`src/rv_fetch_pkg.sv`:
```
package rv_fetch_pkg;

    // datapath widths
    localparam int addr_w = 32;
    localparam int inst_w = 32;

    // rv32i major opcodes, bits [6:0]
    localparam logic [6:0] op_jal    = 7'b1101111;
    localparam logic [6:0] op_branch = 7'b1100011;

    // fall-through step, one word
    localparam logic [addr_w-1:0] next_pc_step = 32'd4;

    // two-bit counter states
    // upper bit set means predict taken
    localparam logic [1:0] ctr_strong_nt = 2'b00;
    localparam logic [1:0] ctr_weak_nt   = 2'b01;
    localparam logic [1:0] ctr_strong_t  = 2'b11;

endpackage

```
`src/icache.sv`:
```
`timescale 1ns/10ps

module icache #(
    parameter int icache_lines_log2 = 6
) (
    input  logic                            clk,
    input  logic                            rst,
    input  logic                            en,
    input  logic [rv_fetch_pkg::addr_w-1:0] pc,
    input  logic                            mem_ack,
    input  logic [rv_fetch_pkg::inst_w-1:0] mem_rdata,
    output logic                            done,
    output logic [rv_fetch_pkg::inst_w-1:0] inst,
    output logic                            mem_req,
    output logic [rv_fetch_pkg::addr_w-1:0] mem_addr
);
    import rv_fetch_pkg::*;

    localparam int lines = 2 ** icache_lines_log2;
    localparam int tag_w = addr_w - icache_lines_log2 - 2;

    logic [lines-1:0]             valid;
    logic [tag_w-1:0]             tag_mem  [lines];
    logic [inst_w-1:0]            data_mem [lines];

    logic [icache_lines_log2-1:0] idx;
    logic [tag_w-1:0]             tag_in;
    logic [icache_lines_log2-1:0] refill_idx;
    logic [tag_w-1:0]             refill_tag;
    logic                         hit;
    logic                         refilling;
    logic                         lookup;

    assign idx    = pc[icache_lines_log2+1:2];
    assign tag_in = pc[addr_w-1:icache_lines_log2+2];
    assign hit    = valid[idx] && (tag_mem[idx] == tag_in);

    // mem_addr keeps the missed pc for the whole refill
    assign refill_idx = mem_addr[icache_lines_log2+1:2];
    assign refill_tag = mem_addr[addr_w-1:icache_lines_log2+2];

    // en is still high in the done cycle, so skip it there
    assign lookup = !refilling && en && !done;

    always_ff @(posedge clk) begin
        if (rst) begin
            valid     <= '0;
            refilling <= 1'b0;
            mem_req   <= 1'b0;
            done      <= 1'b0;
        end else begin
            done <= 1'b0;
            if (refilling) begin
                if (mem_ack) begin
                    mem_req           <= 1'b0;
                    refilling         <= 1'b0;
                    done              <= 1'b1;
                    valid[refill_idx] <= 1'b1;
                end
            end else if (lookup) begin
                if (hit) begin
                    done <= 1'b1;
                end else begin
                    refilling <= 1'b1;
                    mem_req   <= 1'b1;
                end
            end
        end
    end

    always_ff @(posedge clk) begin
        if (lookup) begin
            inst     <= data_mem[idx];
            mem_addr <= pc;
        end
        if (refilling && mem_ack) begin
            inst                 <= mem_rdata;
            tag_mem[refill_idx]  <= refill_tag;
            data_mem[refill_idx] <= mem_rdata;
        end
    end

endmodule

```
`config.mk`:
```
export PLATFORM = sky130hd
export DESIGN_NAME = icache
export DESIGN_NICKNAME = d
export VERILOG_FILES = /design/src/rv_fetch_pkg.sv /design/src/icache.sv
export SDC_FILE = /design/constraint.sdc
export NUM_CORES = 2
export LEC_CHECK = 0
export ABC_AREA = 1
export BUFFER_PORTS_ARGS = -buffer_cell sky130_fd_sc_hd__buf_2
export CAP_MARGIN = 20
export CORE_UTILIZATION = 56
export CTS_CLUSTER_SIZE = 14
export DETAILED_ROUTE_END_ITERATION = 8
export GPL_TIMING_DRIVEN = 1
export PLACE_DENSITY_LB_ADDON = 0.3
export REMOVE_ABC_BUFFERS = 1
export SLEW_MARGIN = 30
export SYNTH_ARGS = -nofsm -noshare
export SYNTH_HDL_FRONTEND = slang
export SYNTH_SLANG_ARGS = --single-unit
```
`constraint.sdc`:
```
create_clock -name clk -period 7.15 [get_ports clk]
set_input_delay 1.43 -clock clk [delete_from_list [all_inputs] [get_ports clk]]
set_output_delay 1.43 -clock clk [all_outputs]
set_load 0.02 [all_outputs]
```
* Word level (Yosys, flattened, before mapping) *
Memories as Yosys holds them, arrays and structs flattened.
Index checks and enable logic that the tools add are counted.
Widths: inputs -> output; s select.

word-level totals
  bits of input ports = 68
  bits in writable memories = 3584
  word-level logic and storage cells = 46
  memories kept = 2
  bits in registers = 131
  output and inout port bits = 66

operators by class
  $lt $le $gt $ge = 3
  reductions and logical operators = 11
  equal/unequal tests = 3
  bitwise logic cells = 1
  mux-type cells = 20

memory list
  name      words  width  rd ports  clocked after Yosys merged registers in  wr ports  RTL line      text
  data_mem  64     32     1         0                                        1         icache.sv:24  logic [inst_w-1:0] data_mem [lines];
  tag_mem   64     24     1         0                                        1         icache.sv:23  logic [tag_w-1:0] tag_mem [lines];

operator list
  operator            count
  $mux 32             2
  $or 64x64->64       1
  $eq 24x24->1        1
  $mux 1              16
  $lt 6x7->1 const B  2
  $bmux 1 s6          1
  $demux 1 s6         1
  $ge 6x1->1 const B  1
  $logic_and 1x1->1   5
  $reduce_bool 2->1   2
  $reduce_and 3->1    1
  $logic_not 1->1     2
  $ne 2x1->1 const B  1
  $ne 2x2->1 const B  1
  $reduce_and 2->1    1

* Longest topological paths before layout *
  word-level depth = 6
  mapped depth = 21
  depth with buffers taken out = 18

* Worst setup path before layout *
No wires, ideal clock.

  path type = input port to flip-flop
  from = input port en
  to = register inst[0] (netlist bit), enable pin
  path buffers = 0
  cell stages on the path = 2
  setup time = 375 ps
  slack = 2096 ps
  arrival time = 4678 ps
  required time = 6775 ps
  path through = nor3b_1 -> or2_2

between the ends
  cells in the longest elaborated chain, start to end = 3

RTL lines
  item                                RTL line      text
  from (decl)                         icache.sv:8   input logic en,
  $logic_and 1x1->1 (2 in series)     icache.sv:43  assign lookup = !refilling && en && !done;
  $reduce_bool 2->1 (no source line)  --
  to (signal assigned)                icache.sv:73  inst <= data_mem[idx];
  to (signal assigned)                icache.sv:77  inst <= mem_rdata;
  to (decl)                           icache.sv:13  output logic [rv_fetch_pkg::inst_w-1:0] inst,

No other way between the ends.
A chain may end at the register's enable or synchronous reset.

* Worst setup path after layout *
  from = input port pc[2] (netlist bit)
  to = register refilling

between the ends
  cells in the longest elaborated chain, start to end = 6
  elaborated cells on any way between the ends = 8
  those cells by class = 1 x eq/ne; 5 x mux; 1 x reduce/logical; 1 x memory

RTL lines
  item                                                RTL line      text
  from (decl)                                         icache.sv:9   input logic [rv_fetch_pkg::addr_w-1:0] pc,
  $mem_v2 64x24 / $bmux 1 s6 (equally long branches)  --
  $eq 24x24->1 / $mux 1 (equally long branches)       icache.sv:36  assign hit = valid[idx] && (tag_mem[idx] == tag_in);
  $logic_and 1x1->1 *                                 icache.sv:36
  $mux 1 *                                            icache.sv:61  if (hit) begin
  $mux 1 *                                            icache.sv:60  end else if (lookup) begin
  $mux 1 *                                            icache.sv:53  if (refilling) begin
  to (signal assigned)                                icache.sv:48  refilling <= 1'b0;
  to (signal assigned)                                icache.sv:56  refilling <= 1'b0;
  to (signal assigned)                                icache.sv:64  refilling <= 1'b1;
  to (decl)                                           icache.sv:31  logic refilling;

Every way passes the cells marked *; elsewhere a longest branch is shown, timed or not. The select of a mux whose other input is x is not followed.

==> key figures <==
Route
  • 1st-pass router iterations: 6
  • Total number of vias: 101000
  • DRC: 1
  • Total wire length: 453 mm
  • DR iter-0 viols: ~18000
  • Detailed-route wire length per cell: roughly 30 microns
  • Final ANT Viol Nets: 0
  • Vias/cell: 6.59

Synth
  • Top FF cell, synth: edfxtp_1
  • Syn_area_per_cell: around 13 sq um
  • Synth async-reset ratio: 0%
  • Synthesized instance count: roughly 12000
  • Top-count cell post-synth: edfxtp_1
  • Largest cells by area after synthesis: edfxtp_1 (75%), nand3_1 (5.2%), nand2_1 (4.8%)
  • Yosys reg bits: 3715
  • Register area share after synthesis: about three quarters
  • Synthesis warning total: 0
  • Post-Syn Area: 147000 sq um
  • Post-synth top area share: 74.7%
  • Post-synth EDFFs: approximately 3600
  • Synth cell types: 28
  • Commonest cells post-synth: edfxtp_1 (3648), nand2_1 (1861), nor2_1 (1558)
  • Synth area leader: edfxtp_1

Floorplanning
  • CORE AREA: between 200000 and 300000 sq um
  • Die ar.: ~260000 sq um
  • I/O Pins: 134
  • Die Span X: roughly 500 microns
  • Die H: just over 500 microns
  • Starting Density: a little under three fifths
  • # rows: ~190

Timing
  • Slew headroom: between 10% and 20%
  • Final TNS setup: 0 ns
  • Fmax: roughly 200 MHz
  • Unrepaired setup endpoints after global routing: false
  • Worst setup margin: around 2.3 ns
  • Worst Skew: slightly above 0.09 ns
  • Crit share post-route: approximately two thirds
  • Final Max Tran Viols: 0
  • Final setup fails: 0
  • Worst hold slack: around 0.47 ns
  • Post-layout minimum cycle time: roughly 4.9 ns
  • Final hold vios: 0
  • Worst Tran Pin Value: 1.32 ns

Final layout
  • P&R area growth vs syn: 11.1%
  • Fill cells: approximately 19000
  • Final core occ: 62.6%
  • Final #Nets: ~12000
  • Share of layout cells above drive strength 1: under 10%

Clock tree
  • Root buf cell: clkbuf_16
  • CTS Buffer Depth: 4
  • Worst skew pair latency: ~1 ns
  • Cts repair resizes: 0
  • Worst-path clk slew: 0.06 ns
  • CTS tree: built
  • Post-CTS Setup Inserts: 0
  • H-tree depth: 5
  • Clk sinks: 3715
  • Clock buffer count from CTS: between 300 and 400
  • CTS Hold Bufs: 0

Setup path
  • Crit path DAT: about 5.7 ns
  • CP endpoint: refilling$_SDFF_PP0_
  • Register-to-Register Path Depth: 7
  • Required @ worst endpoint: 7.95 ns
  • CP endpoint kind: register
  • Critical Path Source Type: input port
  • CP max FO: approximately 220
  • R2r setup slk: ~3 ns
  • CP startpoint: pc[2]
  • Reg2Reg Launch Point: refilling$_SDFF_PP0_
  • RR Endpoint: data_mem[22][30]$_DFFE_PP_
  • Setup Crit Path Kind: input port to register

Placed design
  • IO buf count: approximately 130
  • Pre-CTS WS: 1.47 ns
  • GP Congestion: 0.860
  • Final HPWL DP: about 220 mm

Job
  • Max-Cap Viols: 0

Run status
  • Status: finished, violations left
  • Failing checks: DRC

Global route
  • Vias in the first global route: around 95000
  • Global-route wire length before repair: roughly 650 mm
  • GRT Resource Usage Total: about a third
  • Largest net degree at the start of global routing: 223
  • Initial antenna violation count: 16
  • Grt total ovfl: 0

Power
  • Power Total: about 45 mW
  • Max IR drop VDD: approximately 0.29 mV
  • Pwr per Cell Area: 278 nW/um^2
  • Leak: between 50 and 60 nW

Worst hold path
  • Worst Hold Depth: 2
  • HP Class: register to register
==> registers in the layout (all words and copies together), names as in the netlist <==
name / cells
mem_addr: 32
done: 1
refilling: 1
inst: 32
data_mem: 2048
valid: 64
tag_mem: 1536
mem_req: 1
==> kinds of logic after synthesis <==
logic type / Yosys count / share of synthesized area [%]
XOR/XNOR: 1 / 0.00598
flip-flops: 3715 / 75.7
AND/OR/NAND/NOR: 4975 / 14.1
buffers and inverters: 854 / 2.80
AO/OA/AOI/OAI: 1993 / 7.45
==> worst max-delay path, stage by stage <==
cell      delay (ns)
buf_12          0.16
inv_16          0.75
buf_12          0.44
nand2_1         0.11
nand3_1         0.10
nand3_1         0.08
nand2_1         0.10
nand2_1         0.05
nand2_1         0.08
nand2_1         0.05
nand3_1         0.10
nand2_1         0.15
nand2_1         0.27
o21ai_1         0.19
inv_1           0.18
nand3b_1        0.34
nor2_1          0.19
nand3_1         0.28
nand2_1         0.17
a21oi_1         0.09
==> metal layers <==
| layer | global-route usage, % | vias to the layer above | share of wire (%) |
|---|---|---|---|
| met3 | 7.62 | 1502 | 14 |
| met5 | 0 | - | 0.021 |
| met2 | 51.9 | 8192 | 45 |
| met1 | 45.5 | 49000 | 35 |
| met4 | 17.7 | 16 | 5.9 |
| li1 | - | 42100 | - |
==> area by class of cell <==
cell class | instances | area [sq um] | share of cell area, %
well taps | 3496 | 4370 | 2.69
diodes | 10 | 25.0 | 0.0154
multi-input cells | 6969 | 32100 | 19.7
inverters | 45 | 220 | 0.135
clock inverters | 183 | 1380 | 0.848
clock buffers | 486 | 10100 | 6.20
flip-flops and latches | 3715 | 111000 | 68.1
repair buffers | 394 | 3730 | 2.29
==> cell usage in the layout (no fill, tap or decap), types with 9 or more instances in the layout <==
cell	netlist	final
edfxtp_1	3648	3648
nand2_1	1861	1860
nand3_1	1535	1535
nor2_1	1558	1494
o21ai_0	1194	1194
o22ai_1	632	632
clkbuf_16	0	385
buf_4	72	216
o21ai_1	107	107
buf_2	299	96
clkbuf_1	325	94
clkinv_1	2	83
clkinv_2	0	67
dfxtp_1	67	67
nor2_4	0	64
buf_12	0	60
inv_1	38	37
o32ai_1	30	30
bufinv_16	0	20
a21oi_1	16	16
nand3b_1	11	11
diode_2	0	10
buf_16	0	9
==> per-stage QoR <==
step / instances / area (sq um)
6_report: 15300 / 163000
5_1_grt: 15300 / 163000
4_1_cts: 15300 / 163000
3_5_place_dp: 14600 / 151000
3_3_place_gp: 14600 / 151000
2_1_floorplan: 10700 / 143000
==> report_power, final <==
group          internal, mW  total (mW)  switching (mW)
clock                  10.6        18.6            8.03
combinational         0.630        2.60            1.97
sequential             24.0        24.0          0.0313
==> worst min-delay path by stage <==
| stage | startpoint | to | slack, ns |
|---|---|---|---|
| floorplan | valid[11]$_SDFFE_PP0P_ | valid[11]$_SDFFE_PP0P_ | 0.44 |
| global placement | valid[52]$_SDFFE_PP0P_ | valid[52]$_SDFFE_PP0P_ | 0.45 |
| detailed placement | valid[58]$_SDFFE_PP0P_ | valid[58]$_SDFFE_PP0P_ | 0.46 |
| CTS | valid[58]$_SDFFE_PP0P_ | valid[58]$_SDFFE_PP0P_ | 0.47 |
| global route | valid[58]$_SDFFE_PP0P_ | valid[58]$_SDFFE_PP0P_ | 0.48 |
| finish | valid[6]$_SDFFE_PP0P_ | valid[6]$_SDFFE_PP0P_ | 0.47 |
Power figures use the tool's default switching activity.
