**src/rv_fetch_pkg.sv**
```systemverilog
package rv_fetch_pkg;

    // datapath widths
    localparam int addr_w = 32;
    localparam int inst_w = 32;

    // rv32i major opcodes, bits [6:0]
    localparam logic [6:0] op_jal    = 7'b1101111;
    localparam logic [6:0] op_branch = 7'b1100011;

    // fall-through step, one word
    localparam logic [addr_w-1:0] next_pc_step = 32'd4;

    // two-bit counter states
    // upper bit set means predict taken
    localparam logic [1:0] ctr_strong_nt = 2'b00;
    localparam logic [1:0] ctr_weak_nt   = 2'b01;
    localparam logic [1:0] ctr_strong_t  = 2'b11;

endpackage

```
**src/fetch_unit.sv**
```systemverilog
`timescale 1ns/10ps

module fetch_unit #(
    parameter int fifo_depth_log2 = 5
) (
    input  logic                              clk,
    input  logic                              rst,
    input  logic                              clr,
    input  logic [rv_fetch_pkg::addr_w-1:0]   redirect_pc,
    input  logic                              stall,
    input  logic                              ic_done,
    input  logic [rv_fetch_pkg::inst_w-1:0]   ic_inst,
    input  logic                              bp_taken,
    output logic                              ic_en,
    output logic [rv_fetch_pkg::addr_w-1:0]   ic_pc,
    output logic                              dec_en,
    output logic [rv_fetch_pkg::inst_w-1:0]   dec_inst,
    output logic [rv_fetch_pkg::addr_w-1:0]   dec_pc,
    output logic                              dec_pd
);
    import rv_fetch_pkg::*;

    localparam int depth = 2 ** fifo_depth_log2;

    logic [addr_w-1:0]          pc;
    logic [addr_w-1:0]          next_pc;
    logic [addr_w-1:0]          j_imm;
    logic [addr_w-1:0]          b_imm;
    logic [6:0]                 opcode;
    logic                       is_branch;
    logic                       pd_in;

    // instruction queue
    logic [inst_w-1:0]          q_inst [depth];
    logic [addr_w-1:0]          q_pc   [depth];
    logic                       q_pd   [depth];
    logic [fifo_depth_log2-1:0] wr_ptr;
    logic [fifo_depth_log2-1:0] rd_ptr;
    logic [depth-1:0]           occupied;
    logic                       full;
    logic                       empty;
    logic                       pop;

    // set when a request was cut off by clr and its done is still to come
    logic                       discard;

    assign ic_pc = pc;

    assign full  = &occupied;
    assign empty = ~|occupied;
    assign pop   = !empty && !stall;

    assign opcode    = ic_inst[6:0];
    assign is_branch = (opcode == op_branch);
    assign pd_in     = bp_taken && is_branch;

    assign j_imm = {{12{ic_inst[31]}}, ic_inst[19:12], ic_inst[20], ic_inst[30:21], 1'b0};
    assign b_imm = {{20{ic_inst[31]}}, ic_inst[7], ic_inst[30:25], ic_inst[11:8], 1'b0};

    always_comb begin
        if (opcode == op_jal) begin
            next_pc = pc + j_imm;
        end else if (pd_in) begin
            next_pc = pc + b_imm;
        end else begin
            next_pc = pc + next_pc_step;
        end
    end

    always_ff @(posedge clk) begin
        if (rst) begin
            pc       <= '0;
            ic_en    <= 1'b0;
            discard  <= 1'b0;
            wr_ptr   <= '0;
            rd_ptr   <= '0;
            occupied <= '0;
            dec_en   <= 1'b0;
        end else if (clr) begin
            pc       <= redirect_pc;
            ic_en    <= 1'b0;
            // cache keeps working on an accepted request
            discard  <= (ic_en || discard) && !ic_done;
            wr_ptr   <= '0;
            rd_ptr   <= '0;
            occupied <= '0;
            dec_en   <= 1'b0;
        end else begin
            if (ic_done) begin
                ic_en <= 1'b0;
                if (discard) begin
                    discard <= 1'b0;
                end else begin
                    pc               <= next_pc;
                    wr_ptr           <= wr_ptr + 1'b1;
                    occupied[wr_ptr] <= 1'b1;
                end
            end else if (!ic_en && !discard && !full) begin
                ic_en <= 1'b1;
            end

            dec_en <= pop;
            if (pop) begin
                rd_ptr           <= rd_ptr + 1'b1;
                occupied[rd_ptr] <= 1'b0;
            end
        end
    end

    // queue storage and decoder payload
    always_ff @(posedge clk) begin
        if (ic_done && !discard) begin
            q_inst[wr_ptr] <= ic_inst;
            q_pc[wr_ptr]   <= pc;
            q_pd[wr_ptr]   <= pd_in;
        end
        if (pop) begin
            dec_inst <= q_inst[rd_ptr];
            dec_pc   <= q_pc[rd_ptr];
            dec_pd   <= q_pd[rd_ptr];
        end
    end

endmodule

```
**config.mk**
```make
export PLATFORM = sky130hd
export DESIGN_NAME = fetch_unit
export DESIGN_NICKNAME = d
export VERILOG_FILES = /design/src/rv_fetch_pkg.sv /design/src/fetch_unit.sv
export SDC_FILE = /design/constraint.sdc
export NUM_CORES = 2
export LEC_CHECK = 0
export ABC_AREA = 1
export BUFFER_PORTS_ARGS = -buffer_cell sky130_fd_sc_hd__buf_2
export CORE_MARGIN = 1.5
export CORE_UTILIZATION = 50
export DETAILED_ROUTE_END_ITERATION = 10
export PLACE_DENSITY = 0.63
export SYNTH_ARGS = -nofsm -noshare
export SYNTH_HDL_FRONTEND = slang
export SYNTH_SLANG_ARGS = --single-unit
```
**constraint.sdc**
```tcl
create_clock -name clk -period 7.5 [get_ports clk]
set_input_delay 1.875 -clock clk [delete_from_list [all_inputs] [get_ports clk]]
set_output_delay 1.875 -clock clk [all_outputs]
set_load 0.01 [all_outputs]
```
# ---- Yosys cells after proc, flatten, opt, wreduce, memory -nomap -nowiden
# Memories as Yosys holds them, arrays and structs flattened. A register that Yosys moved wholly into a read port is not among the register bits.
# Cells that the tools add are included.
dict set report classes {
  n_div 0
  eq_ne 3
  bitwise_logic 4
  reduce_logical 21
  muxes 18
  multipliers 0
  n_shift 0
  order_cmp 4
  n_addsub 5
}
# cell n
set ops {}
lappend ops {{two-way mux 32 bit} 10}
lappend ops {{adder 32 bit} 2}
lappend ops {{adder 32 x 3 -> 32 bit, second input constant} 1}
lappend ops {{AND 32 bit} 1}
lappend ops {{inverter 32 bit} 1}
lappend ops {{OR 32 bit} 1}
lappend ops {{AND reduction 32 bit} 1}
lappend ops {{OR reduction 32 bit} 1}
lappend ops {{equality test 7 bit, second input constant} 2}
lappend ops {{less-than comparator 5 x 6 -> 1 bit, second input constant} 2}
lappend ops {{adder 5 x 1 -> 5 bit, second input constant} 2}
lappend ops {{demux 1 bit (select 5 bit)} 2}
lappend ops {{>= comparator 5 x 1 -> 1 bit, second input constant} 2}
lappend ops {{logical AND 1 bit} 8}
lappend ops {{two-way mux 1 bit} 6}
lappend ops {{logical NOT 1 bit} 5}
lappend ops {{AND reduction 2 bit} 2}
lappend ops {{OR reduction 3 bit} 1}
lappend ops {{!= test 2 bit, second input constant} 1}
lappend ops {{nonzero test 2 bit} 1}
lappend ops {{OR reduction 2 bit} 1}
lappend ops {{logical OR 1 bit} 1}
lappend ops {{inverter 1 bit} 1}
dict set report totals {
  output_inout_bits 99
  ff_bits 77
  mem_bits_ro 0
  ramBits 2080
  n_memories 3
  latch_bits 0
}
# name depth width read_ports rd_clocked_by_memory_dff wr line_no
set memory_table {}
lappend memory_table {q_inst 32 32 1 1 1 fetch_unit.sv:34} ;# logic [inst_w-1:0] q_inst [depth];
lappend memory_table {q_pc 32 32 1 1 1 fetch_unit.sv:35} ;# logic [addr_w-1:0] q_pc [depth];
lappend memory_table {q_pd 32 1 1 1 1 fetch_unit.sv:36} ;# logic q_pd [depth];

# ---- Logic depth before layout (Yosys ltp)
dict set report logic_depth {
  depth_word 11
  mapped_depth 19
  depth_no_buf 19
}

# ---- Worst setup path after synthesis
# Ideal clock, no wire load.
dict set report synth_path {
  kind {input to register}
  startpoint {input ic_done}
  endpoint {memory q_inst[11][0] (enable)}
  n_path_buf 0
  path_slack_ns 1.630
  arrival_time_ns 5.380
  required_ns 7.010
  stages 6
  cell_sequence {inv_1 nor2_1 inv_1 nor2_1 clkinv_1 nor2_1}
}
dict set report synth_via {
  elab_chain_cells 3
}
# element line_no
set synth_lines {}
lappend synth_lines {{start: declaration} fetch_unit.sv:11} ;# input logic ic_done,
lappend synth_lines {{logical AND 1 bit} fetch_unit.sv:112} ;# if (ic_done && !discard) begin
lappend synth_lines {{two-way mux 1 bit} fetch_unit.sv:112}
lappend synth_lines {{two-way mux 1 bit (not written as such)} fetch_unit.sv:113} ;# q_inst[wr_ptr] <= ic_inst;
lappend synth_lines {{end: declaration} fetch_unit.sv:34}
# Every way passes these cells.

# ---- Worst setup path after layout
dict set report layout_path {
  startpoint {input ic_inst[5] in the netlist's numbering}
  endpoint {register pc[8], in the netlist ic_pc[8]}
}
dict set report layout_via {
  elab_chain_cells 7
}
# element line_no
set layout_lines {}
lappend layout_lines {{start: declaration} fetch_unit.sv:12} ;# input logic [rv_fetch_pkg::inst_w-1:0] ic_inst,
lappend layout_lines {{equality test 7 bit} fetch_unit.sv:54} ;# assign is_branch = (opcode == op_branch);
lappend layout_lines {{logical AND 1 bit} fetch_unit.sv:55} ;# assign pd_in = bp_taken && is_branch;
lappend layout_lines {{two-way mux 32 bit} fetch_unit.sv:63} ;# end else if (pd_in) begin
lappend layout_lines {{two-way mux 32 bit *} fetch_unit.sv:61} ;# if (opcode == op_jal) begin
lappend layout_lines {{two-way mux 32 bit *} fetch_unit.sv:91} ;# if (discard) begin
lappend layout_lines {{two-way mux 32 bit *} fetch_unit.sv:89} ;# if (ic_done) begin
lappend layout_lines {{two-way mux 32 bit *} fetch_unit.sv:79} ;# end else if (clr) begin
lappend layout_lines {{end signal: assignment} fetch_unit.sv:80} ;# pc <= redirect_pc;
lappend layout_lines {{end signal: assignment} fetch_unit.sv:94} ;# pc <= next_pc;
lappend layout_lines {{end: declaration} fetch_unit.sv:25} ;# logic [addr_w-1:0] pc;
# Mark *: on every way between the ends. The rest lies on a longest branch, timed or not. The select of a mux whose other input is x is not followed.
# A chain may end at the register's enable or synchronous reset.

==> results.py <==
metrics = {
    "cells_and_area": {
        "syn_to_final_growth_pct": 11.39,
        "final_area_um2": 100200,
        "fin_util_pct": 56.12,
        "final_nets": 7253,
        "drive_gt1_share_pct": 9.826,
    },
    "cts": {
        "postCtsHoldBufs": 0,
        "cts.reportedPaths.clkPinSlew_ns": 0.06,
        "cts_resized": 0,
        "max-clock-path-buffers": 3,
        "cts_tree": "built",
        "htreeDepth": 4,
        "cts_buffers": 218,
        "cts_root_buffer": "clkbuf_16",
        "clk_latency_ns": 0.86,
        "cts.sink_count": 2222,
        "post_cts_buffers": 0,
    },
    "global_route": {
        "grt_remaining_overflow": 0,
        "grt_pass1_vias": 56150,
        "grt_max_degree": 216,
        "grtUsageTotal_pct": 28.76,
        "antenna_found_initial": 11,
        "grt_pass1_wl_um": 383200,
    },
    "critical_path": {
        "required_ns": 8.20,
        "cp_max_fo": 33,
        "path_cells": "buf_2 > nand2_1 > nor2_1 > nand2_1 > buf_4 > inv_1 > buf_4 > a21oi_1 > o21ai_0 > nand3_1 > o211ai_1 > a21oi_1",
        "reg2reg_slack_ns": 3.70,
        "end_kind": "flip-flop",
        "crit_type": "input port to flip-flop",
        "crit_path_start_kind": "input port",
        "cp.arrival_ns": 5.04,
        "slowest_delay_ns": 0.78,
        "slowest_stage": "inv_1",
    },
    "logic_synthesis": {
        "synthDominantCellAreaShare_pct": 71.57,
        "syn_area_per_cell_um2": 12.77,
        "synth_area_um2": 90000,
        "async_flop_share_pct": 0,
        "ys_warn_count": 0,
        "synth_area_leader_cell": "edfxtp_1",
        "synth_cells": 7047,
        "seq_area_frac_synth_pct": 73.28,
        "synth_area_leaders": "edfxtp_1 72%, o21ai_0 6.1%, nor2_1 5.1%",
        "ys_ff_latch": 2222,
        "synth_edf_count": 2145,
        "synth_cell_type_count": 53,
        "synth_ff_type": "edfxtp_1",
        "synthesis.nets": 7171,
        "synth_most_common_cell": "edfxtp_1",
        "ys_top_cells_by_count": "2145 x edfxtp_1, 1225 x nor2_1, 1096 x o21ai_0, 588 x nand2_1, 521 x o22ai_1",
    },
    "floorplanning": {
        "io_pins": 169,
        "die_x_um": 427.3,
        "chipHeight_um": 427.3,
        "initial_utilization_pct": 50.39,
        "coreArea_um2": 178600,
        "rows": 155,
        "die-area_um2": 182500,
    },
    "sta": {
        "clock_skew_ns": 0.02794,
        "finalSetupTns_ns": 0,
        "rsz0062_at_grt": "no",
        "report.final.slew_viol_count": 0,
        "period_minus_slack_ns": 4.340,
        "finalCritPeriodShare_pct": 57.87,
        "hold_viol": 0,
        "slew-limit-headroom_pct": 17.93,
        "tightest_slew_ns": 1.228,
        "hold_ws_ns": 0.4701,
        "setup_viol": 0,
        "fmax_mhz": 230.4,
    },
    "job": {
        "cap_violations": 0,
    },
    "drt": {
        "ant_nets": 0,
        "drt_first_pass_iters": 6,
        "drt_iter0_drc": 7726,
        "wl_um": 267000,
        "wire_per_inst_um": 27.63,
        "via_per_inst": 6.210,
        "drc": 0,
        "routed-via-count": 60010,
    },
    "placement": {
        "placed_cell_area_um2": 93550,
        "dp_hpwl_um": 146100,
        "place_congestion": 0.9418,
        "numPortBuffers": 168,
    },
    "power": {
        "total_power_mw": 25.33,
        "leakage_nw": 34.13,
        "ir_worst_vdd_mv": 0.2179,
        "cellPowerDensity_nw_per_um2": 252.6,
    },
    "status": {
        "status": "complete, no violations",
    },
    "worst_hold_path": {
        "hold_class": "flip-flop to flip-flop",
    },
}
-- final timing paths --
| path | startpoint | to | depth (start not counted) |
|---|---|---|---|
| worst max-delay path | ic_inst[5] | ic_pc[8] | 12 |
| worst min-delay path | ic_pc[3] | ic_pc[3] | 2 |
| worst max register to register | ic_pc[24] | ic_pc[26] | 16 |
| worst min register to register | ic_pc[3] | ic_pc[3] | 2 |
-- critical path: cells and delay by family --
family	cells	cell delay, ns
buffers and inverters	4	1.97
and+or+nand+nor	4	0.78
AOI/OAI and AO/OA	4	0.37
-- placed cells by master, fill, tap and decap left out, drive strengths merged, types with 37 or more instances in the layout --
cell type / n
nor2: 1229
ha: 52
a221oi: 123
inv: 225
edfxtp: 2145
o21ai: 1113
o22ai: 521
nand3: 141
buf: 309
o211ai: 37
dfxtp: 77
clkinv: 87
a21oi: 111
nand2: 593
a22o: 105
clkbuf: 292
-- stage by stage --
step                instances  setup WS [ns]
global route             9663          2.967
global placement         9264          2.345
detailed placement       9264          2.328
floorplan                7047          1.630
CTS                      9662          3.144
finish                   9664          3.160
-- where the power goes --
group | total [mW] | internal (mW) | leakage [nW] | switching [mW]
Clock | 10.4 | 5.75 | 3.25 | 4.62
Combinational | 1.20 | 0.297 | 10.8 | 0.899
Sequential | 13.8 | 13.7 | 20.1 | 0.0511
Total | 25.3 | 19.8 | 34.1 | 5.57
-- routing by layer --
metal,vias up,share of wire [%],wire length [µm],GRT usage [%]
li1,26390,-,-,-
met1,30080,42,111300,41.77
met2,3124,46,123200,44.82
met3,422,9.4,25050,4.527
met4,0,2.8,7511,8.777
met5,-,0,0,0
-- cells by family after synthesis --
kind of cell	synth area share, %
flops	73.28
compound gates	13.56
xor+xnor	0.2725
fa+ha+maj	0.7674
simple gates	8.959
buf+inv	3.156
-- state kept, by name (all words and copies together) (netlist names) --
signal / count
q_inst: 1024
discard: 1
ic_pc: 32
wr_ptr: 5
ic_en: 1
q_pc: 1024
dec_pc: 32
dec_en: 1
q_pd: 32
dec_pd: 1
rd_ptr: 5
dec_inst: 32
occupied: 32
-- final cells by class --
class | instances | area, µm²
fillers | 14330 | 78370
clock inverters | 106 | 835.8
diodes | 2 | 5.005
flip-flops and latches | 2222 | 65960
multi-input cells | 4159 | 21510
clock buffers | 292 | 5858
inverters | 219 | 837.1
well taps | 2355 | 2947
repair buffers | 309 | 2287
(Power assumes the default switching activity.)
