**src/rv_fetch_pkg.sv**
```systemverilog
package rv_fetch_pkg;

    // datapath widths
    localparam int addr_w = 32;
    localparam int inst_w = 32;

    // rv32i major opcodes, bits [6:0]
    localparam logic [6:0] op_jal    = 7'b1101111;
    localparam logic [6:0] op_branch = 7'b1100011;

    // fall-through step, one word
    localparam logic [addr_w-1:0] next_pc_step = 32'd4;

    // two-bit counter states
    // upper bit set means predict taken
    localparam logic [1:0] ctr_strong_nt = 2'b00;
    localparam logic [1:0] ctr_weak_nt   = 2'b01;
    localparam logic [1:0] ctr_strong_t  = 2'b11;

endpackage

```
**src/branch_predictor.sv**
```systemverilog
`timescale 1ns/10ps

module branch_predictor #(
    parameter int bp_entries_log2 = 7
) (
    input  logic                            clk,
    input  logic                            rst,
    input  logic [rv_fetch_pkg::addr_w-1:0] rd_pc,
    input  logic                            upd_en,
    input  logic [rv_fetch_pkg::addr_w-1:0] upd_pc,
    input  logic                            upd_taken,
    output logic                            taken
);
    import rv_fetch_pkg::*;

    localparam int entries = 2 ** bp_entries_log2;

    logic [1:0]                 ctr [entries];
    logic [bp_entries_log2-1:0] rd_idx;
    logic [bp_entries_log2-1:0] upd_idx;
    logic [1:0]                 cur_ctr;
    logic [1:0]                 new_ctr;

    // word aligned pc, skip bits [1:0]
    assign rd_idx  = rd_pc[bp_entries_log2+1:2];
    assign upd_idx = upd_pc[bp_entries_log2+1:2];

    assign taken   = ctr[rd_idx][1];
    assign cur_ctr = ctr[upd_idx];

    // saturating step toward the outcome
    always_comb begin
        new_ctr = cur_ctr;
        if (upd_taken) begin
            if (cur_ctr != ctr_strong_t) begin
                new_ctr = cur_ctr + 2'd1;
            end
        end else begin
            if (cur_ctr != ctr_strong_nt) begin
                new_ctr = cur_ctr - 2'd1;
            end
        end
    end

    always_ff @(posedge clk) begin
        if (rst) begin
            for (int i = 0; i < entries; i++) begin
                ctr[i] <= ctr_weak_nt;
            end
        end else if (upd_en) begin
            ctr[upd_idx] <= new_ctr;
        end
    end

endmodule

```
**config.mk**
```make
export PLATFORM = sky130hd
export DESIGN_NAME = branch_predictor
export DESIGN_NICKNAME = d
export VERILOG_FILES = /design/src/rv_fetch_pkg.sv /design/src/branch_predictor.sv
export SDC_FILE = /design/constraint.sdc
export NUM_CORES = 1
export LEC_CHECK = 0
export ABC_CLOCK_PERIOD_IN_PS = 3700
export BUFFER_PORTS_ARGS = -buffer_cell sky130_fd_sc_hd__buf_4
export CAP_MARGIN = 40
export CORE_MARGIN = 4
export CORE_UTILIZATION = 35
export CTS_CLUSTER_SIZE = 14
export DETAILED_ROUTE_END_ITERATION = 8
export MAX_ROUTING_LAYER = met4
export PLACE_DENSITY_LB_ADDON = 0.08
export SETUP_SLACK_MARGIN = 0.1
export SLEW_MARGIN = 20
export SYNTH_ARGS = -nofsm -noshare
export SYNTH_HDL_FRONTEND = slang
export SYNTH_SLANG_ARGS = --single-unit
```
**constraint.sdc**
```tcl
create_clock -name clk -period 3.7 [get_ports clk]
set_input_delay 0.37 -clock clk [delete_from_list [all_inputs] [get_ports clk]]
set_output_delay 0.37 -clock clk [all_outputs]
set_load 0.01 [all_outputs]
```
# --- Yosys cells after proc, flatten, opt, wreduce, memory -nomap -nowiden ---
# Memory sizes are Yosys's and may differ from the RTL's.
# Index checks and enable logic that the tools add are counted.
totals:
  out_inout_bits: 1
  input_bits: 68
  memories: 1
  regBits: 0
  ramBits: 256
classes:
  addsub: 2
  eq_ne: 1
  reduce_logical: 2
  mux: 11
mem_list:
  columns: ["name", "words", "width", "rd", "rd_ports_with_merged_regs", "wr", "line", "source"]
  rows:
  - ["ctr", 128, 2, 2, 0, 128, "branch_predictor.sv:18", "logic [1:0] ctr [entries];"]
op_table:
  columns: ["op", "count"]
  rows:
  - ["2-to-1 mux 2 bit", 4]
  - ["2-to-1 mux 7 bit", 1]
  - ["2-to-1 mux 1 bit", 6]
  - ["adder 2 x 1 -> 2 bit (second input constant)", 1]
  - ["inequality test 2 bit (second input constant)", 1]
  - ["nonzero test 2 bit", 1]
  - ["OR reduction 2 bit", 1]
  - ["subtractor 2 x 1 -> 2 bit (second input constant)", 1]

# --- Depth between registers and ports, before layout ---
# Gate-level depths: netlist of run 1.
depth:
  word_depth: 5
  ltp_mapped: 14
  ltp_nobuf: 8

# --- Worst setup path before layout of run 1 ---
# Ideal clock, no wire load.
synth_timing:
  path_kind: "input to output"
  from: "input port rd_pc[2] (netlist bit)"
  to: "output port taken"
  cell_stages: 6
  setup_slack_ns: 0.438
  t_required_ns: 3.330
  t_arrival_ns: 2.892
  cell_sequence: "clkbuf_1 -> buf_1 -> mux4_2 -> mux4_2 -> mux4_2 -> mux2_2"
synth_via:
  elab_chain_cells: 1
synth_rtl:
  columns: ["element", "line", "source"]
  rows:
  - ["start: declaration", "branch_predictor.sv:8", "input logic [rv_fetch_pkg::addr_w-1:0] rd_pc,"]
  - ["memory (128 x 2 bit)", null, null]
  - ["end: declaration", "branch_predictor.sv:12", "output logic taken"]
# Every way passes these cells.

==> summary.md, run 1 <==
| Metric | Value |
|---|---|
| TritonRoute pass-1 iters | 5 |
| Post-synth top area cell | edfxtp_1 |
| Clock Tree Root | clkbuf_16 |
| Largest regs | ctr (256) |
| Most frequent cells after synthesis | edfxtp_1 (256), nand3_1 (129), clkbuf_1 (87) |
| Setup skew after layout | 0.0152 ns |
| Routed via count | 10282 |
| Die width | between 200 and 250 µm |
| Top post-synthesis cells by area | edfxtp_1 (53%), mux4_2 (12%), nand3_1 (4.5%) |
| Most frequent cell after synthesis | edfxtp_1 |
| GR Util All Layers | 24.1% |
| Hold slack | 0.450 ns |
| Netlist cell types | 55 |
| Post-CTS setup buffer count | 0 |
| WHS Path Cells | 4 |
| Period minus WS final | approximately 3.4 ns |
| Largest Register | ctr |
| CTS H-tree lvls | 1 |
| Longest Clk Path Bufs | 3 |
| Worst reg2reg setup slack | 0.64 ns |
| Core Box Area | 0.0409 mm² |
| Layout fillers | between 3000 and 4000 |
| Pwr Density | 435 mW/mm² |
| Hold_sp | upd_pc[7] |
| Dominant synthesized flop cell | edfxtp_1 |
| Standard-cell row count | 74 |
| Hold Path Sink | ctr[107][0] |
| Global-route wire length before repair | 76300 µm |
| RSZ-0062 raised after global routing | false |
| CTS tree | built |
| Outcome | finished clean |
| CTS Buf Count | 31 |
| Critical Path RT | between 3 and 4 ns |
| Crit path capture type | output port |
| Syn Area/Cell | 12.8 µm² |
| Residual DRC count | 0 |
| Max VDD drop | 0.304 mV |
| Die area | 0.0448 mm² |
| Slew HR | 49.3% |
| Hold Crit Class | in -> reg |
| Hpwl dp | 35100 µm |
| Fmax achieved | 296 MHz |
| Reg area | roughly 0.0077 mm² |
| Nets@finish | 1215 |
| Worst Tran Pin Value | about 0.76 ns |
| Cts hold-fix bufs | 0 |
| Async S/R FF share, synth | 0% |
| CTS clk-pin slew, worst paths | 0.06 ns |
| CTS sink cnt | 256 |
| WL/cell | 30.9 µm |
| Initial Utilization | 35.4% |
| YS warnings | 0 |
| Area Overhead vs Synth | 14.5% |
| Power, Total | 7.23 mW |
| PostCTS Resize Cnt | 0 |
| Sequential area share after synthesis | 53.0% |
| EDFF count, synth | 256 |
| Syn_nets | between 1000 and 1500 |
| RR Startpoint | ctr[93][0] |
| DR iter-0 viols | 1009 |
| Setup TNS | 0 ns |
| ANT nets after route | 0 |
| Count of pins over their slew limit | 0 |
| Antenna cells | 0 |
| Top Ports | 69 |
| Initial antenna violation count | 0 |
| Setup CP Type | reg -> out |
| Layout cell share with drive strength beyond 1 | between 20% and 30% |
| CP max FO | 2 |
| Number of global-route vias before repair | 10432 |
| Final WL | 52700 µm |
| Worst-skew pair later-pin latency | 0.58 ns |
| Global route overflow | 0 |
| DR vias/cell | 6.04 |
| Worst Reg-to-Reg Cells | 10 |
| Yosys top cell area share | 53.0% |
| Post-Syn Area | about 0.015 mm² |
| Largest net degree at the start of global routing | 60 |
| Final worst path period share | 91.4% |
| Gp weighted congestion | 0.870 |
| R2r endpoint | ctr[69][1] |
| Max-Cap Viols | 0 |
| Final Hold Fails | 0 |
| Startpoint class of the critical path | register |
| Leakage | roughly 5.2 nW |
| Die Ht | ~210 µm |
| Register bit total from synthesis | 256 |
| Area of the multi-input gates | 0.00606 mm² |
| # setup viols final | 0 |
| Syn Inst Count | 1129 |
| WP data arrival | 3.01 ns |
| I/O Buffers | 18 |
| Max reg flops | 256 |
## logic make-up (layout without fill, tap and decap cells)
family	after synthesis	count (layout)	share of synthesized area, %
AOI/OAI and AO/OA	187	187	9.89
adders and majority gates	2	2	0.155
buffers and inverters	155	197	5.63
DFF	256	256	53.0
muxes	121	121	15.2
and+or+nand+nor	408	408	16.2
## where the power goes
group / internal [mW] / total (mW) / switching (mW)
Sequential: 3.25 / 3.29 / 0.0364
Clock: 1.60 / 2.85 / 1.25
Combinational: 0.399 / 1.09 / 0.687
Total: 5.25 / 7.23 / 1.97
## critical path: stages (launching register included)
cell and delay (ns):
edfxtp_1 0.42, mux4_2 0.48, mux4_2 0.62, mux4_2 0.49, mux2_2 0.27, buf_4 0.14
## stage by stage
step	util [%]	cell area, µm²	cells	setup WS, ns
floorplan	-	14500	1129	0.438
global placement	38.2	15600	1642	0.0289
detailed placement	38.4	15700	1646	0.0443
CTS	40.6	16600	1703	0.266
global route	40.6	16600	1703	0.269
finish	40.6	16600	1703	0.317
## cell usage in the layout, fill, tap and decap left out, types with 16 or more instances in the layout
master	n
clkbuf_16	31
nor3_1	65
edfxtp_1	256
o21bai_1	60
nand2b_1	20
mux2i_1	24
buf_4	117
a21o_1	52
nor3_2	62
nand2_1	52
mux2_2	16
nor2_1	28
nand4_1	16
buf_12	18
nand3_1	126
mux4_2	77
## routing by layer
layer	global-route usage (%)	share of wire, %
met2	37.2	47
met1	33.7	44
met4	6.18	2.8
met5	-	0
met3	3.81	6.4
## worst max-delay path by stage
stage	from	endpoint	cells past startpoint
after detailed placement	upd_pc[2]	ctr[71][0]	9
after global routing	ctr[95][1]	taken	5
after global placement	upd_pc[2]	ctr[127][0]	9
after floorplan	rd_pc[2]	taken	6
final	ctr[60][1]	taken	5
after CTS	ctr[60][1]	taken	5
## cell type report
cell class | count | share of cell area (%)
inverters | 4 | 0.0904
multi-input cells | 718 | 36.5
well taps | 532 | 4.01
repair buffers | 136 | 7.62
flip-flops and latches | 256 | 46.3
clock buffers | 41 | 4.89
clock inverters | 16 | 0.625
No activity file was read; power rests on OpenSTA's default activity.
==> run 2, diff against run 1 <==
==> constraint.sdc (replaced) <==
create_clock -name clk -period 3.7 [get_ports clk]
set_input_delay 0 -clock clk [delete_from_list [all_inputs] [get_ports clk]]
set_output_delay 0 -clock clk [all_outputs]
set_load 0.01 [all_outputs]
==> run 2 against run 1 <==
Routed wire length decreased by 2.4%. Cell count decreased by 1.4%. Critical path depth increased by 4. Register-to-register slack got worse by 0.09 ns. Clock skew decreased by 0.0014 ns. Core utilization decreased by 0.55 points. Global-route usage decreased by 0.61 points. Largest cell class unchanged.
==> summary.md, run 2 (synthesis gave the netlist of run 1 again) <==
| Metric | Value |
|---|---|
| PostCTS Resize Cnt | 0 (unchanged) |
| I/O Buffers | 18 (unchanged) |
| Setup WS post-layout | 0.552 ns (+0.234 ns) |
| Most frequent cells in the layout | edfxtp_1 (256), nand3_1 (126), buf_4 (98) |
| Clk pwr share | 40.7% (+1.2 points) |
| RSZ-0062 raised after global routing | false |
| Final worst path period share | 85.1% (-6.3 points) |
| Internal | 5.33 mW (+1.5%) |
| P_sw | 1.92 mW (-2.6%) |
| Comb pwr share | 14.0% (-1.0 points) |
| Die width | 212 µm (unchanged) |
| Global-route wire length before repair | 75100 µm (-1.7%) |
| Standard-cell row count | 74 (unchanged) |
| Slew HR | 48.7% (-0.54 points) |
| Layout cell share with drive strength beyond 1 | 27.9% (-2.0 points) |
| Largest regs | ctr (256) |
| Routed via count | 10225 (-0.55%) |
| CTS H-tree lvls | 1 (unchanged) |
| CTS Buf Count | 31 (unchanged) |
| Worst setup path endpoint | ctr[120][1] |
| Largest net degree at the start of global routing | 57 (-5.0%) |
| Final Core Density | 40.0% (-0.55 points) |
| CTS sink cnt | 256 (unchanged) |
| RR Startpoint | ctr[93][0] |
| Grt met3 use | 3.41% (-0.40 points) |
| Max VDD drop | 0.320 mV (+5.5%) |
| Period minus WS final | 3.15 ns (-0.234 ns) |
| Clock Tree Root | clkbuf_16 |
| DR vias/cell | 6.09 (+0.81%) |
| Setup skew after layout | 0.0138 ns (-0.00141 ns) |
| Hold Crit Class | in -> reg |
| Pwr Density | 443 mW/mm² (+1.8%) |
| Longest Clk Path Bufs | 3 (unchanged) |
| Hold slack | 0.0734 ns (-0.376 ns) |
| Critical Path RT | 3.99 ns (+0.66 ns) |
| ANT nets after route | 0 (unchanged) |
| Dpl ws | 0.360 ns (+0.316 ns) |
| Top Ports | 69 (unchanged) |
| Gp weighted congestion | 0.865 (-0.62%) |
| Die area | 0.0448 mm² (unchanged) |
| Core Box Area | 0.0409 mm² (unchanged) |
| Crit path capture type | register |
| WL/cell | 30.6 µm (-1.0%) |
| CTS tree | built |
| Area Overhead vs Synth | 13.0% |
| Count of pins over their slew limit | 0 (unchanged) |
| TritonRoute pass-1 iters | 7 (+2) |
| Fmax achieved | 318 MHz (+7.4%) |
| Leakage | 5.05 nW (-2.5%) |
| Outcome | finished clean |
| Residual DRC count | 0 (unchanged) |
| Sequential fraction of design power | 45.3% (-0.2 points) |
| Setup CP Type | reg -> reg |
| GR peak layer | met2 |
| M1 GR Usage | 33.3% (-0.37 points) |
| Worst-skew pair later-pin latency | 0.57 ns (about the same) |
| Max reg flops | 256 (unchanged) |
| Worst Tran Pin Value | 0.769 ns (+0.0123 ns) |
| WP data arrival | 3.44 ns (+0.43 ns) |
| Hpwl dp | 34100 µm (-2.9%) |
| Post-CTS setup buffer count | 0 (unchanged) |
| Startpoint class of the critical path | register |
| # setup viols final | 0 (unchanged) |
| Worst reg2reg setup slack | 0.55 ns (-0.09 ns) |
| CP Launch Point | ctr[93][0] |
| Final Hold Fails | 0 (unchanged) |
| DR iter-0 viols | 957 (-5.2%) |
| Worst Reg-to-Reg Cells | 9 (-1) |
| Met2 GRT Util | 36.4% (-0.84 points) |
| Initial antenna violation count | 0 (unchanged) |
| Max-Cap Viols | 0 (unchanged) |
| Final WL | 51400 µm (-2.4%) |
| Setup TNS | 0 ns (unchanged) |
| Initial Utilization | 35.4% (unchanged) |
| Net Sw Frac | 26.5% (-0.83 points) |
| CTS clk-pin slew, worst paths | 0.06 ns (about the same) |
| Antenna cells | 0 (unchanged) |
| Largest Register | ctr |
| Global route overflow | 0 (unchanged) |
| Number of global-route vias before repair | 10341 (-0.87%) |
| GR Util All Layers | 23.5% (-0.61 points) |
| CP max FO | 44 (+42) |
| Die Ht | 212 µm (unchanged) |
| R2r endpoint | ctr[120][1] |
| Nets@finish | 1192 (-1.9%) |
| Most common cell after layout, fill and taps aside | edfxtp_1 |
run 2: worst min path at each step:
stage,from,end,slack [ns],cells past startpoint
after floorplan,rd_pc[7],taken,0.16,1
after global placement,rd_pc[7],taken,0.32,3
after detailed placement,rd_pc[7],taken,0.32,3
after CTS,upd_pc[7],ctr[127][0],0.06,4
after global routing,upd_en,ctr[63][0],0.09,4
final,upd_pc[7],ctr[109][0],0.07,4
run 2: routing by layer:
| metal | wire (µm) | up-vias |
|---|---|---|
| met4 | 1340 | 0 |
| met3 | 3450 | 78 |
| met2 | 24000 | 403 |
| met1 | 22700 | 5335 |
| li1 | - | 4409 |
| met5 | 0 | - |
run 2: cell type report:
| type | instances | area (µm²) |
|---|---|---|
| Timing Repair Buffer | 113 | 1000 |
| Clock inverter | 17 | 146 |
| Multi-Input combinational cell | 718 | 6060 |
| Sequential cell | 256 | 7690 |
| Fill cell | 3935 | 24500 |
| Inverter | 4 | 15.0 |
| Clock buffer | 40 | 810 |
| Tap cell | 532 | 666 |
run 2: per-stage QoR:
step                area, µm²  std cells  total power [mW]
floorplan               14500       1129              4.02
global placement        15400       1615              4.36
detailed placement      15400       1619              4.37
CTS                     16400       1679              7.30
global route            16400       1680              7.49
finish                  16400       1680              7.26
run 2: critical path, cell delays in order (launching register included):
cell and delay [ns]:
edfxtp_1 0.39, mux4_2 0.47, a221oi_1 0.40, nor2_1 0.12, a21oi_1 0.23, nor4b_2 0.33, o211a_1 0.22, maj3_4 0.29
buf_12 0.29, nor3_1 0.09
run 2: power groups by stage:
stage          sequential (mW)  combinational (mW)  clock, mW
2_1_floorplan             3.33               0.688          0
3_3_place_gp              3.35                1.01          0
3_5_place_dp              3.35                1.02          0
4_1_cts                   3.29                1.02       2.99
5_1_grt                   3.29                1.07       3.12
6_report                  3.29                1.02       2.95
run 2: timing repair:
item / 4_1_cts / 5_1_grt
setup endpoints to repair: 0 / 0
hold endpoints to repair: 9 / 0
hold buffers: 3 / 0
==> run 3, diff against run 2 <==
--- a/config.mk
+++ b/config.mk
@@ -10,6 +10,7 @@
 export CAP_MARGIN = 40
 export CORE_MARGIN = 4
 export CORE_UTILIZATION = 35
+export CTS_BUF_LIST = sky130_fd_sc_hd__clkbuf_8
 export CTS_CLUSTER_SIZE = 14
 export DETAILED_ROUTE_END_ITERATION = 8
 export MAX_ROUTING_LAYER = met4
==> run 3 against run 2 <==
Cell count grew 1.8%. Critical endpoint unchanged. Non-clock buffer count grew 1. Highest routed layer unchanged. Combinational power is essentially flat. Clock skew is 0.0065 ns higher. Clock-buffer cell count grew 10. Sequential share of layout area grew 0.26 points. Via count is 0.92% higher. Largest power group unchanged. Die area is the same.
==> summary.md, run 3 (synthesis gave the netlist of run 1 again) <==
| Metric | Value |
|---|---|
| Comb pwr share | 14.8% (+0.8 points) |
| Critical Path RT | 4.03 ns (+0.04 ns) |
| TritonRoute pass-1 iters | 5 (-2) |
| Setup skew after layout | 0.0203 ns (+0.00650 ns) |
| Die Ht | 212 µm (unchanged) |
| RR Startpoint | ctr[93][0] |
| Die area | 0.0448 mm² (unchanged) |
| Pwr Density | 422 mW/mm² (-4.7%) |
| Period minus WS final | 3.14 ns (-0.00988 ns) |
| Crit path capture type | register |
| DR iter-0 viols | 958 (+0.10%) |
| I/O Buffers | 18 (unchanged) |
| WL met3 | 3240 µm (-6.3%) |
| Global route overflow | 0 (unchanged) |
| Most common cell after layout, fill and taps aside | edfxtp_1 |
| Net Sw Frac | 28.5% (+2.0 points) |
| CTS tree | built |
| DR vias/cell | 6.03 (-0.85%) |
| Met1 Wirelength | 23200 µm (+2.2%) |
| Hpwl dp | 34100 µm (unchanged) |
| Largest net degree at the start of global routing | 57 (unchanged) |
| Setup WS post-layout | 0.562 ns (+0.00988 ns) |
| Final WL | 51800 µm (+0.81%) |
| Largest Register | ctr |
| WL/cell | 30.3 µm (-0.96%) |
| Initial Utilization | 35.4% (unchanged) |
| WP data arrival | 3.47 ns (+0.03 ns) |
| Final Hold Fails | 0 (unchanged) |
| P_sw | 1.96 mW (+2.1%) |
| GR Util All Layers | 24.0% (+0.45 points) |
| RSZ-0062 raised after global routing | false |
| Longest Clk Path Bufs | 3 (unchanged) |
| Standard-cell row count | 74 (unchanged) |
| Top Metal Used | met4 |
| Internal | 4.92 mW (-7.8%) |
| Global-route wire length before repair | 75600 µm (+0.78%) |
| CTS H-tree lvls | 2 (+1) |
| Worst-skew pair later-pin latency | 0.62 ns (+0.05 ns) |
| Max VDD drop | 0.267 mV (-17%) |
| Routed via count | 10319 (+0.92%) |
| Setup TNS | 0 ns (unchanged) |
| Hold Crit Class | in -> reg |
| Area Overhead vs Synth | 12.4% |
| Hold_sp | upd_en |
| Fmax achieved | 319 MHz (+0.31%) |
| Outcome | finished clean |
| Core Box Area | 0.0409 mm² (unchanged) |
| Most frequent cells in the layout | edfxtp_1 (256), nand3_1 (126), buf_4 (98) |
| Sequential fraction of design power | 47.8% (+2.5 points) |
| ANT nets after route | 0 (unchanged) |
| Dpl ws | 0.360 ns (unchanged) |
| Count of pins over their slew limit | 0 (unchanged) |
| Worst Tran Pin Value | 0.765 ns (-0.00439 ns) |
| CTS clk-pin slew, worst paths | 0.06 ns (about the same) |
| # setup viols final | 0 (unchanged) |
| Layout fillers | 3978 (+1.1%) |
| CTS sink cnt | 256 (unchanged) |
| Setup CP Type | reg -> reg |
| Antenna cells | 0 (unchanged) |
| CTS Buf Count | 48 (+55%) |
| Leakage | 5.10 nW (+1.0%) |
| Top Ports | 69 (unchanged) |
| Largest regs | ctr (256) |
| Met2 Routed Length | 23900 µm (-0.20%) |
| CP max FO | 44 (unchanged) |
| Nets@finish | 1210 (+1.5%) |
| Gp weighted congestion | 0.865 (unchanged) |
| Final worst path period share | 84.8% (-0.27 points) |
| CP Launch Point | ctr[93][0] |
| Initial antenna violation count | 0 (unchanged) |
| Die width | 212 µm (unchanged) |
| Max reg flops | 256 (unchanged) |
| Post-CTS setup buffer count | 0 (unchanged) |
| Clk pwr share | 37.4% (-3.3 points) |
| Slew HR | 49.0% (+0.29 points) |
| Residual DRC count | 0 (unchanged) |
| Startpoint class of the critical path | register |
| Number of global-route vias before repair | 10568 (+2.2%) |
| Max-Cap Viols | 0 (unchanged) |
| Layout cell share with drive strength beyond 1 | 28.6% (+0.73 points) |
| Clock Tree Root | clkbuf_8 |
run 3: final cells by class:
class	instances	area [µm²]	share of cell area [%]
clock inverters	36	169	1.04
multi-input cells	718	6060	37.2
inverters	4	15.0	0.0921
well taps	532	666	4.08
flip-flops and latches	256	7690	47.2
repair buffers	114	1010	6.20
clock buffers	50	688	4.22
run 3: stage by stage:
stage | cell area (µm²) | hold WS [ns] | utilization [%] | instances | total power [mW]
5_1_grt | 16300 | 0.0168 | 39.8 | 1710 | 7.16
2_1_floorplan | 14500 | 0.158 | - | 1129 | 4.02
6_report | 16300 | 0.0550 | 39.8 | 1710 | 6.88
3_3_place_gp | 15400 | 0.322 | 37.5 | 1615 | 4.36
4_1_cts | 16300 | 0.000882 | 39.8 | 1709 | 6.96
3_5_place_dp | 15400 | 0.322 | 37.6 | 1619 | 4.37
run 3: final timing paths:
path	end	slack, ns	cells after the start
worst max-delay path	ctr[120][1]	0.56	9
worst max register to register	ctr[120][1]	0.56	9
worst min-delay path	ctr[63][0]	0.06	4
worst min register to register	ctr[41][0]	1.48	6
run 3: routing by layer:
metal	global-route usage, %	up-vias
met2	36.4	346
met3	5.17	80
met4	7.09	0
li1	-	4466
met1	32.7	5427
met5	-	-
run 3: worst max-delay path: stages (launching register included):
cell and delay (ns):
edfxtp_1 0.39, mux4_2 0.47, a221oi_1 0.39, nor2_1 0.12, a21oi_1 0.22, nor4b_2 0.33
o211a_1 0.22, maj3_4 0.29, buf_12 0.29, nor3_1 0.08
run 3: power groups by stage:
stage / Sequential, mW / Combinational [mW] / Clock [mW]
after detailed placement: 3.35 / 1.02 / 0
after floorplan: 3.33 / 0.688 / 0
after global placement: 3.35 / 1.01 / 0
final: 3.29 / 1.02 / 2.57
after CTS: 3.29 / 1.02 / 2.65
after global routing: 3.30 / 1.08 / 2.79
run 3: repair_timing:
| item | CTS | global route |
|---|---|---|
| endpoints found under the hold margin | 50 | 0 |
| gates resized for setup | 0 | 0 |
| hold buffers | 4 | 0 |
